**src/source/router_rx_pkg.sv**
```systemverilog
package router_rx_pkg;

	// link byte timing
	localparam int OVERSAMPLE   = 8;  // baud ticks per byte slot
	localparam int SAMPLE_PHASE = 3;  // tick in slot where the byte is taken

	// frame layout: start, payload, stop
	localparam int FRAME_BYTES = 16;
	localparam int FRAME_SLOTS = 18;  // start + 16 data + stop
	localparam int DATA_W      = 128; // payload bits

	localparam logic [7:0] START_BYTE = 8'h00;
	localparam logic [7:0] STOP_BYTE  = 8'hFF;

	// merge side
	localparam int FIFO_DEPTH = 4; // frame entries, power of two
	localparam int LINK_W     = 1; // two links

	// receiver FSM
	typedef enum logic {
		RX_IDLE,  // hunting for a start byte
		RX_COUNT  // inside a frame, counting ticks
	} rx_state_e;

	// one finished frame, also the FIFO entry
	typedef struct packed {
		logic [DATA_W-1:0] data;      // first data byte in [7:0]
		logic [LINK_W-1:0] link;      // source link, set by the merge block
		logic              frame_err; // stop byte was not 0xFF
	} rx_frame_t;

endpackage

```
**src/source/link_frame_rx.sv**
```systemverilog
`timescale 1ns/1ps

module link_frame_rx import router_rx_pkg::*; (
	input  logic       clk_i,
	input  logic       rst_i,
	input  logic       baud_ce_i,   // oversample tick
	input  logic       clear_i,     // back to idle, drops overrun
	input  logic [7:0] rxd_i,       // raw link byte, async to clk_i
	input  logic       frame_ack_i, // from the merge block
	output logic       frame_req_o, // four-phase req
	output rx_frame_t  frame_o,     // held while req is high
	output logic       overrun_o    // sticky until clear_i
);

	logic [7:0]               rxd_sync [4]; // synchronizer chain
	logic [7:0]               rxd_s;        // synchronized byte
	rx_state_e                state_q;
	logic [7:0]               cnt_q;        // tick count inside the frame
	logic [FRAME_BYTES*8-1:0] shift_q;      // payload assembly
	logic [DATA_W-1:0]        frame_data_q; // latched payload
	logic                     frame_err_q;
	logic                     tick_sample;  // sample phase of any slot
	logic                     tick_stop;    // sample phase of the stop slot
	logic                     tick_end;     // two ticks past the stop check
	logic                     frame_done;   // stop check happens this clock
	logic                     hs_idle;      // previous handshake finished

	assign rxd_s = rxd_sync[3];

	// slot 17 phase 3 -> 0x8B
	assign tick_sample = (cnt_q % 8'(OVERSAMPLE)) == 8'(SAMPLE_PHASE);
	assign tick_stop   = cnt_q == 8'((FRAME_SLOTS - 1) * OVERSAMPLE + SAMPLE_PHASE);
	assign tick_end    = cnt_q == 8'((FRAME_SLOTS - 1) * OVERSAMPLE + SAMPLE_PHASE + 2);

	assign frame_done = baud_ce_i && !clear_i && (state_q == RX_COUNT) && tick_stop;
	assign hs_idle    = !frame_req_o && !frame_ack_i; // req and ack both low

	// four flops, byte seen by the FSM four clocks after the pin
	always_ff @(posedge clk_i) begin
		rxd_sync[0] <= rxd_i;
		for (int i = 1; i < 4; i++) begin
			rxd_sync[i] <= rxd_sync[i-1];
		end
	end

	// frame FSM and tick counter
	always_ff @(posedge clk_i) begin
		if (rst_i) begin
			state_q   <= RX_IDLE;
			cnt_q     <= '0;
			overrun_o <= 1'b0;
		end else if (clear_i) begin
			state_q   <= RX_IDLE;
			cnt_q     <= '0;
			overrun_o <= 1'b0;
		end else if (baud_ce_i) begin
			case (state_q)
				RX_IDLE: begin
					cnt_q <= '0; // count starts at 0 on the next tick
					if (rxd_s == START_BYTE)
						state_q <= RX_COUNT;
				end
				RX_COUNT: begin
					cnt_q <= cnt_q + 8'd1;
					// start byte gone by its sample point
					if (cnt_q == 8'(SAMPLE_PHASE) && rxd_s != START_BYTE)
						state_q <= RX_IDLE;
					if (tick_stop && !hs_idle)
						overrun_o <= 1'b1; // old frame still unacked, drop this one
					if (tick_end)
						state_q <= RX_IDLE;
				end
				default: state_q <= RX_IDLE;
			endcase
		end
	end

	// payload path
	always_ff @(posedge clk_i) begin
		if (baud_ce_i && state_q == RX_COUNT && tick_sample)
			shift_q <= {rxd_s, shift_q[FRAME_BYTES*8-1:8]}; // new byte enters at the top
		// at the stop tick the start byte has already left the bottom
		if (frame_done && hs_idle) begin
			frame_data_q <= shift_q;
			frame_err_q  <= rxd_s != STOP_BYTE;
		end
	end

	// req side of the handshake, clear_i leaves a pending req alone
	always_ff @(posedge clk_i) begin
		if (rst_i)
			frame_req_o <= 1'b0;
		else if (frame_req_o && frame_ack_i)
			frame_req_o <= 1'b0; // phase 3
		else if (frame_done && hs_idle)
			frame_req_o <= 1'b1; // phase 1, frame already latched
	end

	// link number is stamped by the merge block
	assign frame_o = '{data: frame_data_q, link: '0, frame_err: frame_err_q};

endmodule

```
**src/source/frame_merge_fifo.sv**
```systemverilog
`timescale 1ns/1ps

module frame_merge_fifo import router_rx_pkg::*; (
	input  logic                 clk_i,
	input  logic                 rst_i,
	// receiver lanes
	input  logic [1:0]           frame_req_i,
	input  rx_frame_t [1:0]      frame_i,
	output logic [1:0]           frame_ack_o,
	// bus read port
	input  logic                 cyc_i,
	input  logic                 stb_i,
	input  logic                 cs_i,
	input  logic                 we_i,  // only qualifies reads
	output logic                 ack_o,
	output logic [DATA_W-1:0]    dat_o, // head payload
	// head status
	output logic [LINK_W-1:0]    head_link_o,
	output logic                 head_err_o,
	output logic                 data_present_o
);

	typedef logic [$clog2(FIFO_DEPTH)-1:0] ptr_t;
	typedef logic [$clog2(FIFO_DEPTH):0]   cnt_t;

	rx_frame_t  fifo_mem [FIFO_DEPTH];
	ptr_t       wr_ptr_q;
	ptr_t       rd_ptr_q;
	ptr_t       head_ptr;
	cnt_t       count_q;
	logic       fifo_full;
	logic       fifo_empty;
	logic [1:0] pend;      // req up, ack not yet given
	logic       rr_ptr_q;  // preferred link on a tie
	logic       gnt_valid;
	logic       gnt_idx;
	rx_frame_t  wr_entry;
	rx_frame_t  head;
	logic       sel;       // chip select
	logic       sel_q;
	logic       rd_sel;
	logic       rd_sel_q;
	logic       pop;
	logic       data_present_q;

	assign fifo_full  = count_q == cnt_t'(FIFO_DEPTH);
	assign fifo_empty = count_q == '0;

	// arbitration
	assign pend = frame_req_i & ~frame_ack_o;

	always_comb begin
		gnt_valid = (|pend) && !fifo_full; // full FIFO holds ack back
		if (&pend)
			gnt_idx = rr_ptr_q; // tie goes to the round-robin pointer
		else
			gnt_idx = pend[1];
	end

	always_comb begin
		wr_entry      = frame_i[gnt_idx];
		wr_entry.link = LINK_W'(gnt_idx); // stamp source lane
	end

	// ack side of both handshakes
	always_ff @(posedge clk_i) begin
		if (rst_i) begin
			frame_ack_o <= '0;
			rr_ptr_q    <= 1'b0; // link 0 first after reset
		end else begin
			for (int i = 0; i < 2; i++) begin
				if (frame_ack_o[i] && !frame_req_i[i])
					frame_ack_o[i] <= 1'b0; // phase 4
			end
			if (gnt_valid) begin
				frame_ack_o[gnt_idx] <= 1'b1; // phase 2, entry written same edge
				rr_ptr_q             <= ~gnt_idx;
			end
		end
	end

	// bus select and read edge
	assign sel    = cyc_i & stb_i & cs_i;
	assign rd_sel = sel & ~we_i;
	assign pop    = rd_sel & ~rd_sel_q & ~fifo_empty; // empty read pops nothing
	assign ack_o  = sel ? sel_q : 1'b0;

	always_ff @(posedge clk_i) begin
		if (rst_i) begin
			sel_q    <= 1'b0;
			rd_sel_q <= 1'b0;
		end else begin
			sel_q    <= sel;
			rd_sel_q <= rd_sel;
		end
	end

	// ring buffer pointers and fill level
	always_ff @(posedge clk_i) begin
		if (rst_i) begin
			wr_ptr_q       <= '0;
			rd_ptr_q       <= '0;
			count_q        <= '0;
			data_present_q <= 1'b0;
		end else begin
			if (gnt_valid)
				wr_ptr_q <= wr_ptr_q + ptr_t'(1);
			if (pop)
				rd_ptr_q <= rd_ptr_q + ptr_t'(1);
			count_q        <= count_q + cnt_t'(gnt_valid) - cnt_t'(pop);
			data_present_q <= !fifo_empty; // lags the write by a clock
		end
	end

	always_ff @(posedge clk_i) begin
		if (gnt_valid)
			fifo_mem[wr_ptr_q] <= wr_entry;
	end

	// empty: keep showing the last popped entry
	assign head_ptr = fifo_empty ? rd_ptr_q - ptr_t'(1) : rd_ptr_q;
	assign head     = fifo_mem[head_ptr];

	assign dat_o          = head.data;
	assign head_link_o    = head.link;
	assign head_err_o     = head.frame_err;
	assign data_present_o = data_present_q;

endmodule

```
**src/source/router_rx_top.sv**
```systemverilog
`timescale 1ns/1ps

module router_rx_top import router_rx_pkg::*; (
	input  logic              clk_i,
	input  logic              rst_i,
	// bus
	input  logic              cyc_i,
	input  logic              stb_i,
	input  logic              cs_i,
	input  logic              we_i,
	output logic              ack_o,
	output logic [DATA_W-1:0] dat_o,
	// head status
	output logic [LINK_W-1:0] head_link_o,
	output logic              head_err_o,
	output logic              data_present_o,
	// links
	input  logic              baud_ce_i, // shared by both receivers
	input  logic              clear_i,
	input  logic [7:0]        rxd0_i,
	input  logic [7:0]        rxd1_i,
	output logic [1:0]        overrun_o  // bit per link
);

	logic [1:0]      rx_req; // receiver -> merge
	logic [1:0]      rx_ack; // merge -> receiver
	rx_frame_t [1:0] rx_frame;

	link_frame_rx rx0 (
		.clk_i       (clk_i),
		.rst_i       (rst_i),
		.baud_ce_i   (baud_ce_i),
		.clear_i     (clear_i),
		.rxd_i       (rxd0_i),
		.frame_ack_i (rx_ack[0]),
		.frame_req_o (rx_req[0]),
		.frame_o     (rx_frame[0]),
		.overrun_o   (overrun_o[0])
	);

	link_frame_rx rx1 (
		.clk_i       (clk_i),
		.rst_i       (rst_i),
		.baud_ce_i   (baud_ce_i),
		.clear_i     (clear_i),
		.rxd_i       (rxd1_i),
		.frame_ack_i (rx_ack[1]),
		.frame_req_o (rx_req[1]),
		.frame_o     (rx_frame[1]),
		.overrun_o   (overrun_o[1])
	);

	frame_merge_fifo merge0 (
		.clk_i          (clk_i),
		.rst_i          (rst_i),
		.frame_req_i    (rx_req),
		.frame_i        (rx_frame),
		.frame_ack_o    (rx_ack),
		.cyc_i          (cyc_i),
		.stb_i          (stb_i),
		.cs_i           (cs_i),
		.we_i           (we_i),
		.ack_o          (ack_o),
		.dat_o          (dat_o),
		.head_link_o    (head_link_o),
		.head_err_o     (head_err_o),
		.data_present_o (data_present_o)
	);

endmodule

```
**config.mk**
```make
export PLATFORM = sky130hd
export DESIGN_NAME = router_rx_top
export DESIGN_NICKNAME = d
export VERILOG_FILES = /design/src/source/router_rx_pkg.sv /design/src/source/link_frame_rx.sv /design/src/source/frame_merge_fifo.sv /design/src/source/router_rx_top.sv
export SDC_FILE = /design/constraint.sdc
export NUM_CORES = 1
export LEC_CHECK = 0
export ABC_AREA = 1
export ABC_CLOCK_PERIOD_IN_PS = 17100
export BUFFER_PORTS_ARGS = -buffer_cell sky130_fd_sc_hd__clkbuf_2
export CAP_MARGIN = 20
export CORE_UTILIZATION = 53
export DETAILED_ROUTE_END_ITERATION = 16
export GPL_TIMING_DRIVEN = 0
export PLACE_DENSITY = 0.7
export REMOVE_ABC_BUFFERS = 1
export SLEW_MARGIN = 30
export SYNTH_ARGS = -nofsm -noshare
export SYNTH_HDL_FRONTEND = slang
export SYNTH_SLANG_ARGS = --single-unit
```
**constraint.sdc**
```tcl
create_clock -name clk_i -period 17.1 [get_ports clk_i]
set_input_delay 0.855 -clock clk_i [delete_from_list [all_inputs] [get_ports clk_i]]
set_output_delay 0.855 -clock clk_i [all_outputs]
set_load 0.05 [all_outputs]
```
# Yosys cells after proc, flatten, opt, wreduce, memory -nomap -nowiden
# Memory sizes are Yosys's and may differ from the RTL's.
# Cells that the tools add are included.
# word_totals
latchBits	0
inputBits	24
rom_bits	0
n_memories	3
mem_bits_rw	584
elab_cells	127
register_bits	549
output_inout_bits	134
# memory_table
name	words	width	rd	rd_clocked_by_memory_dff	write_ports	line_no	rtl
merge0.fifo_mem	4	130	1	0	1	frame_merge_fifo.sv:26	rx_frame_t fifo_mem [FIFO_DEPTH];
rx0.rxd_sync	4	8	4	0	4	link_frame_rx.sv:15	logic [7:0] rxd_sync [4];
rx1.rxd_sync	4	8	4	0	4	link_frame_rx.sv:15	
# classes
muxes	24
n_bitwise	14
n_reduce_logical	44
n_eq_ne	11
div	0
magnitude_cmp	2
addsub	7
n_mul	0
n_shift	0
# ops
cell	count
two-way mux 130 bit	2
equality test 8 bit (second input constant)	4
case mux 8 bit (2 select lines)	2
logical AND 1 bit	23
adder 8 x 1 -> 8 bit (second input constant)	2
equality test 8 x 2 -> 1 bit (second input constant)	2
logical NOT 8 bit	2
inequality test 8 bit (second input constant)	2
nonzero test 8 bit	2
two-way mux 1 bit	15
logical NOT 1 bit	9
OR reduction 2 bit	4
equality test 3 x 2 -> 1 bit (second input constant)	2
NOT 1 bit	6
AND reduction 3 bit	2
bitwise AND 1 bit	5
adder 2 x 1 -> 2 bit (second input constant)	2
two-way mux 2 bit	2
case mux 1 bit (2 select lines)	2
adder 3 x 1 -> 3 bit	1
equality test 3 bit (second input constant)	1
logical NOT 3 bit	1
subtractor 3 x 1 -> 3 bit	1
bitwise AND 2 bit	1
7 further kinds	7

# Logic depth before layout (Yosys ltp)
# depth
depth_word	10
mapped_depth	12
ltp_nobuf	12

# By module
# A second synthesis with hierarchy kept.
# hier_totals
cells_unflattened	3368
hier_area_um2	42534.5
# modules_own_cells
mod	n_inst	area_each_um2	cells_each	seq_area_each_um2
frame_merge_fifo	1	24417.2	2580	15875.2
link_frame_rx	2	9058.7	394	8578.2

# Least setup slack after synthesis
# Ideal clock, no wire load.
# synth_path
path_type	in2reg
from	in baud_ce_i
to	reg rx1.frame_data_q[0] (enable)
arrival_ps	13412
setup_slack_ps	2755
setup_time_ps	933
path_stages	3
path_buffers	1
t_required_ps	16167
cell_sequence	buf_2 -> nand2_1 -> nor4_1
# synth_between
elab_chain_cells	4
# synth_lines
item	line_no	rtl
from (decl)	router_rx_top.sv:18	input logic baud_ce_i,
logical AND 1 bit (3 in series)	link_frame_rx.sv:35	assign frame_done = baud_ce_i && !clear_i && (state_q == RX_COUNT) && tick_stop;
logical AND 1 bit	link_frame_rx.sv:83	if (frame_done && hs_idle) begin
to (signal assigned)	link_frame_rx.sv:84	frame_data_q <= shift_q;
to (decl)	link_frame_rx.sv:20	logic [DATA_W-1:0] frame_data_q;
# No other way between the ends.
# A chain may end at the register's enable or synchronous reset.

# Worst setup path in the final report
# layout_path
from	reg merge0.rd_ptr_q[0]
to	out dat_o[102]
# layout_between
elab_chain_cells	3
# layout_lines
item	line_no	rtl
from (decl)	frame_merge_fifo.sv:28	ptr_t rd_ptr_q;
from (signal assigned)	frame_merge_fifo.sv:109	rd_ptr_q <= rd_ptr_q + ptr_t'(1);
subtractor 2 x 1 -> 2 bit	frame_merge_fifo.sv:121	assign head_ptr = fifo_empty ? rd_ptr_q - ptr_t'(1) : rd_ptr_q;
two-way mux 2 bit *	frame_merge_fifo.sv:121	
memory read (4 x 130 bit) *	-	
to (decl)	router_rx_top.sv:12	output logic [DATA_W-1:0] dat_o,
# Every way passes the cells marked *; elsewhere a longest branch is shown, timed or not.

==> impl_metrics.ini <==
[placed_design]
numPortBuffers = 157
dp_hpwl_um = 48600
gp_congestion = 0.728

[logic_synthesis]
ys_seq_area_share_pct = 78.5
ys_warn_count = 0
netlist_instances = 3325
yosysUniqueCellTypes = 32
syn_area_per_cell_um2 = 12.7
synth.ff_latch_count = 1133
syn-cell-area_um2 = 42100

[routing]
firstDrtPassIters = 5
vias = 23291
drt_iter0_markers = 1639
drc = 0
ant_nets = 0
viasPerCell = 4.94
wire_per_inst_um = 16.5
wl_um = 77900

[sta]
tns_ps = 0
finClkSkew_ps = 11.4
rsz0062_at_grt = false
worstMarginPinSlew_ps = 595
slew_headroom_pct = 60.2
hold_slack_ps = 307
period_needed_ps = 4230
period_share_pct = 24.8
timing.final.hold_violations = 0
fmax_mhz = 236
setup_viol = 0
slew_violations = 0

[critical_path]
worstSetupEndpointType = output pin
crit_chain = xor2_1, o21ai_4, buf_16, buf_16, inv_8, buf_16, buf_16, nand3_1, nand2_1, clkbuf_2
cpMostUsedCell = buf_16
path_class = reg -> out
slowest_stage = dfxtp_1
cpLargestDelayFamily = buffers and inverters
worstPathArrival_ps = 3380
startpoint_type = flip-flop
path_buf_inv = 6
crit_fanout = 50
worstPathRequired_ps = 16250
cpPeakStageDelay_ps = 400

[global_route]
antenna_found_initial = 0
grt_pass1_wl_um = 122000
grt_max_degree = 74
grt.total_usage_pct = 19.5
grt_pass1_vias = 22646
grt_overflow = 0

[clocking]
cts.clk_slew.worst_paths_ps = 60
tritoncts = built
post_cts_resized = 0
cts_hold_buf = 0
cts_max_level = 3
clkLatencyLatePin_ps = 650
cts_sinks = 1133
cts_setup_buffers = 0
cts_root_buf = clkbuf_16
numCtsBuffers = 109
ctsLongestPathBuffers = 3

[die]
start_util_pct = 54.0
rows = 102
die_h_um = 284
ios = 158
dieArea_um2 = 80500
fp.dieW_um = 284
core_area_um2 = 78000

[power]
vdd_drop_max_v = 0.000101
power_density_nw_per_um2 = 110
p_leak_nw = 20.2

[min_path]
min_path_type = in -> reg

[finish]
nets = 3620
final_common_cell = nand2_1
antenna_cells = 0
drive_above_1_share_pct = 12.6
syn_to_final_growth_pct = 18.0
final_cell_mix = nand2_1, edfxtp_1, inv_1

[outcome]
status = completed

[job]
cap_violations = 0
==> where the power goes <==
| group | internal [mW] | total [mW] | switching [mW] |
|---|---|---|---|
| clock network | 1.47 | 2.47 | 0.995 |
| registers | 2.98 | 2.99 | 0.00338 |
| logic | 0.00277 | 0.00693 | 0.00415 |
| total | 4.46 | 5.46 | 1.00 |
==> registers in the layout, summed over array words and instances (netlist names), 2 cells and up <==
name and cells:
rx1.cnt_q 8, merge0.rd_ptr_q 2, merge0.fifo_mem 520, rx0.cnt_q 8, rx1.rxd_sync 32, rx1.frame_data_q 128, merge0.frame_ack_o 2, rx0.shift_q 128
merge0.count_q 3, rx1.shift_q 128, rx0.frame_data_q 128, merge0.wr_ptr_q 2, rx0.rxd_sync 32
==> metal layers <==
layer | GRT usage [%] | vias to the layer above | wire length, um
met1 | 27.2 | 11245 | 35100
met5 | 0 | - | 0
met3 | 3.14 | 120 | 3830
li1 | - | 11388 | -
met2 | 31.9 | 538 | 37400
met4 | 5.61 | 0 | 1570
==> worst paths after layout <==
check | slack [ps] | end | cells past startpoint | startpoint
worst max-delay path | 12870 | dat_o[102] | 10 | merge0.rd_ptr_q[0]
worst min-delay path | 310 | rx1.rxd_sync[0][4] | 1 | rxd1_i[4]
worst max register to register | 13930 | rx1.frame_data_q[14] | 11 | rx1.cnt_q[0]
worst min register to register | 330 | rx0.rxd_sync[2][4] | 0 | rx0.rxd_sync[1][4]
==> synthesized netlist by cell type <==
cell | instances | area (um2)
nand2_1 | 1094 | 4110
edfxtp_1 | 1034 | 31000
inv_1 | 561 | 2110
nand3_1 | 272 | 1360
dfxtp_1 | 99 | 1980
buf_2 | 71 | 355
nor2_1 | 56 | 210
a21oi_1 | 24 | 120
buf_4 | 23 | 173
o21ai_0 | 14 | 70.1
clkbuf_1 | 13 | 48.8
ha_1 | 12 | 150
buf_1 | 9 | 33.8
nand4_1 | 9 | 56.3
inv_2 | 5 | 18.8
nor3_1 | 5 | 25.0
a2bb2oi_1 | 4 | 35.0
or2_2 | 3 | 18.8
a211oi_1 | 2 | 15.0
buf_6 | 2 | 22.5
nand2_2 | 2 | 12.5
and3_1 | 1 | 6.26
fa_1 | 1 | 20.0
nand3b_1 | 1 | 7.51
nand3b_4 | 1 | 20.0
nor4_1 | 1 | 6.26
o211ai_1 | 1 | 7.51
o21ai_2 | 1 | 8.76
o21bai_1 | 1 | 7.51
or2_1 | 1 | 6.26
xnor2_1 | 1 | 8.76
xor2_1 | 1 | 8.76
==> cell families (layout without fill, tap and decap cells) <==
group           Yosys count  in the layout  share of synthesized area, %
compound gates           47             47                         0.627
xor+xnor                  2              2                        0.0416
fa+ha+maj                13             13                         0.404
buf+inv                 684           1035                          6.55
flops                  1133           1133                          78.5
simple gates           1446           1446                          13.9
==> through the flow <==
step | total power, mW | utilization [%] | std cells | setup WS, ps | instance area [um2]
6_report | 5.46 | 63.7 | 4716 | 12870 | 49600
5_1_grt | 5.62 | 63.7 | 4716 | 12630 | 49600
4_1_cts | 5.50 | 63.7 | 4716 | 12780 | 49600
3_5_place_dp | 3.05 | 58.8 | 4512 | 13240 | 45900
3_3_place_gp | 3.05 | 55.8 | 4404 | -7460 | 43500
2_1_floorplan | 3.05 | - | 3207 | 2930 | 41400
==> layout make-up <==
type                    instances  area, um2
clock inverters                72        759
flip-flops and latches       1133      33000
well taps                    1040       1300
repair buffers                265       2990
multi-input cells            1508       6390
inverters                     566       2140
clock buffers                 132       3030
fillers                      5508      28300
No activity file was read; power rests on OpenSTA's default activity.
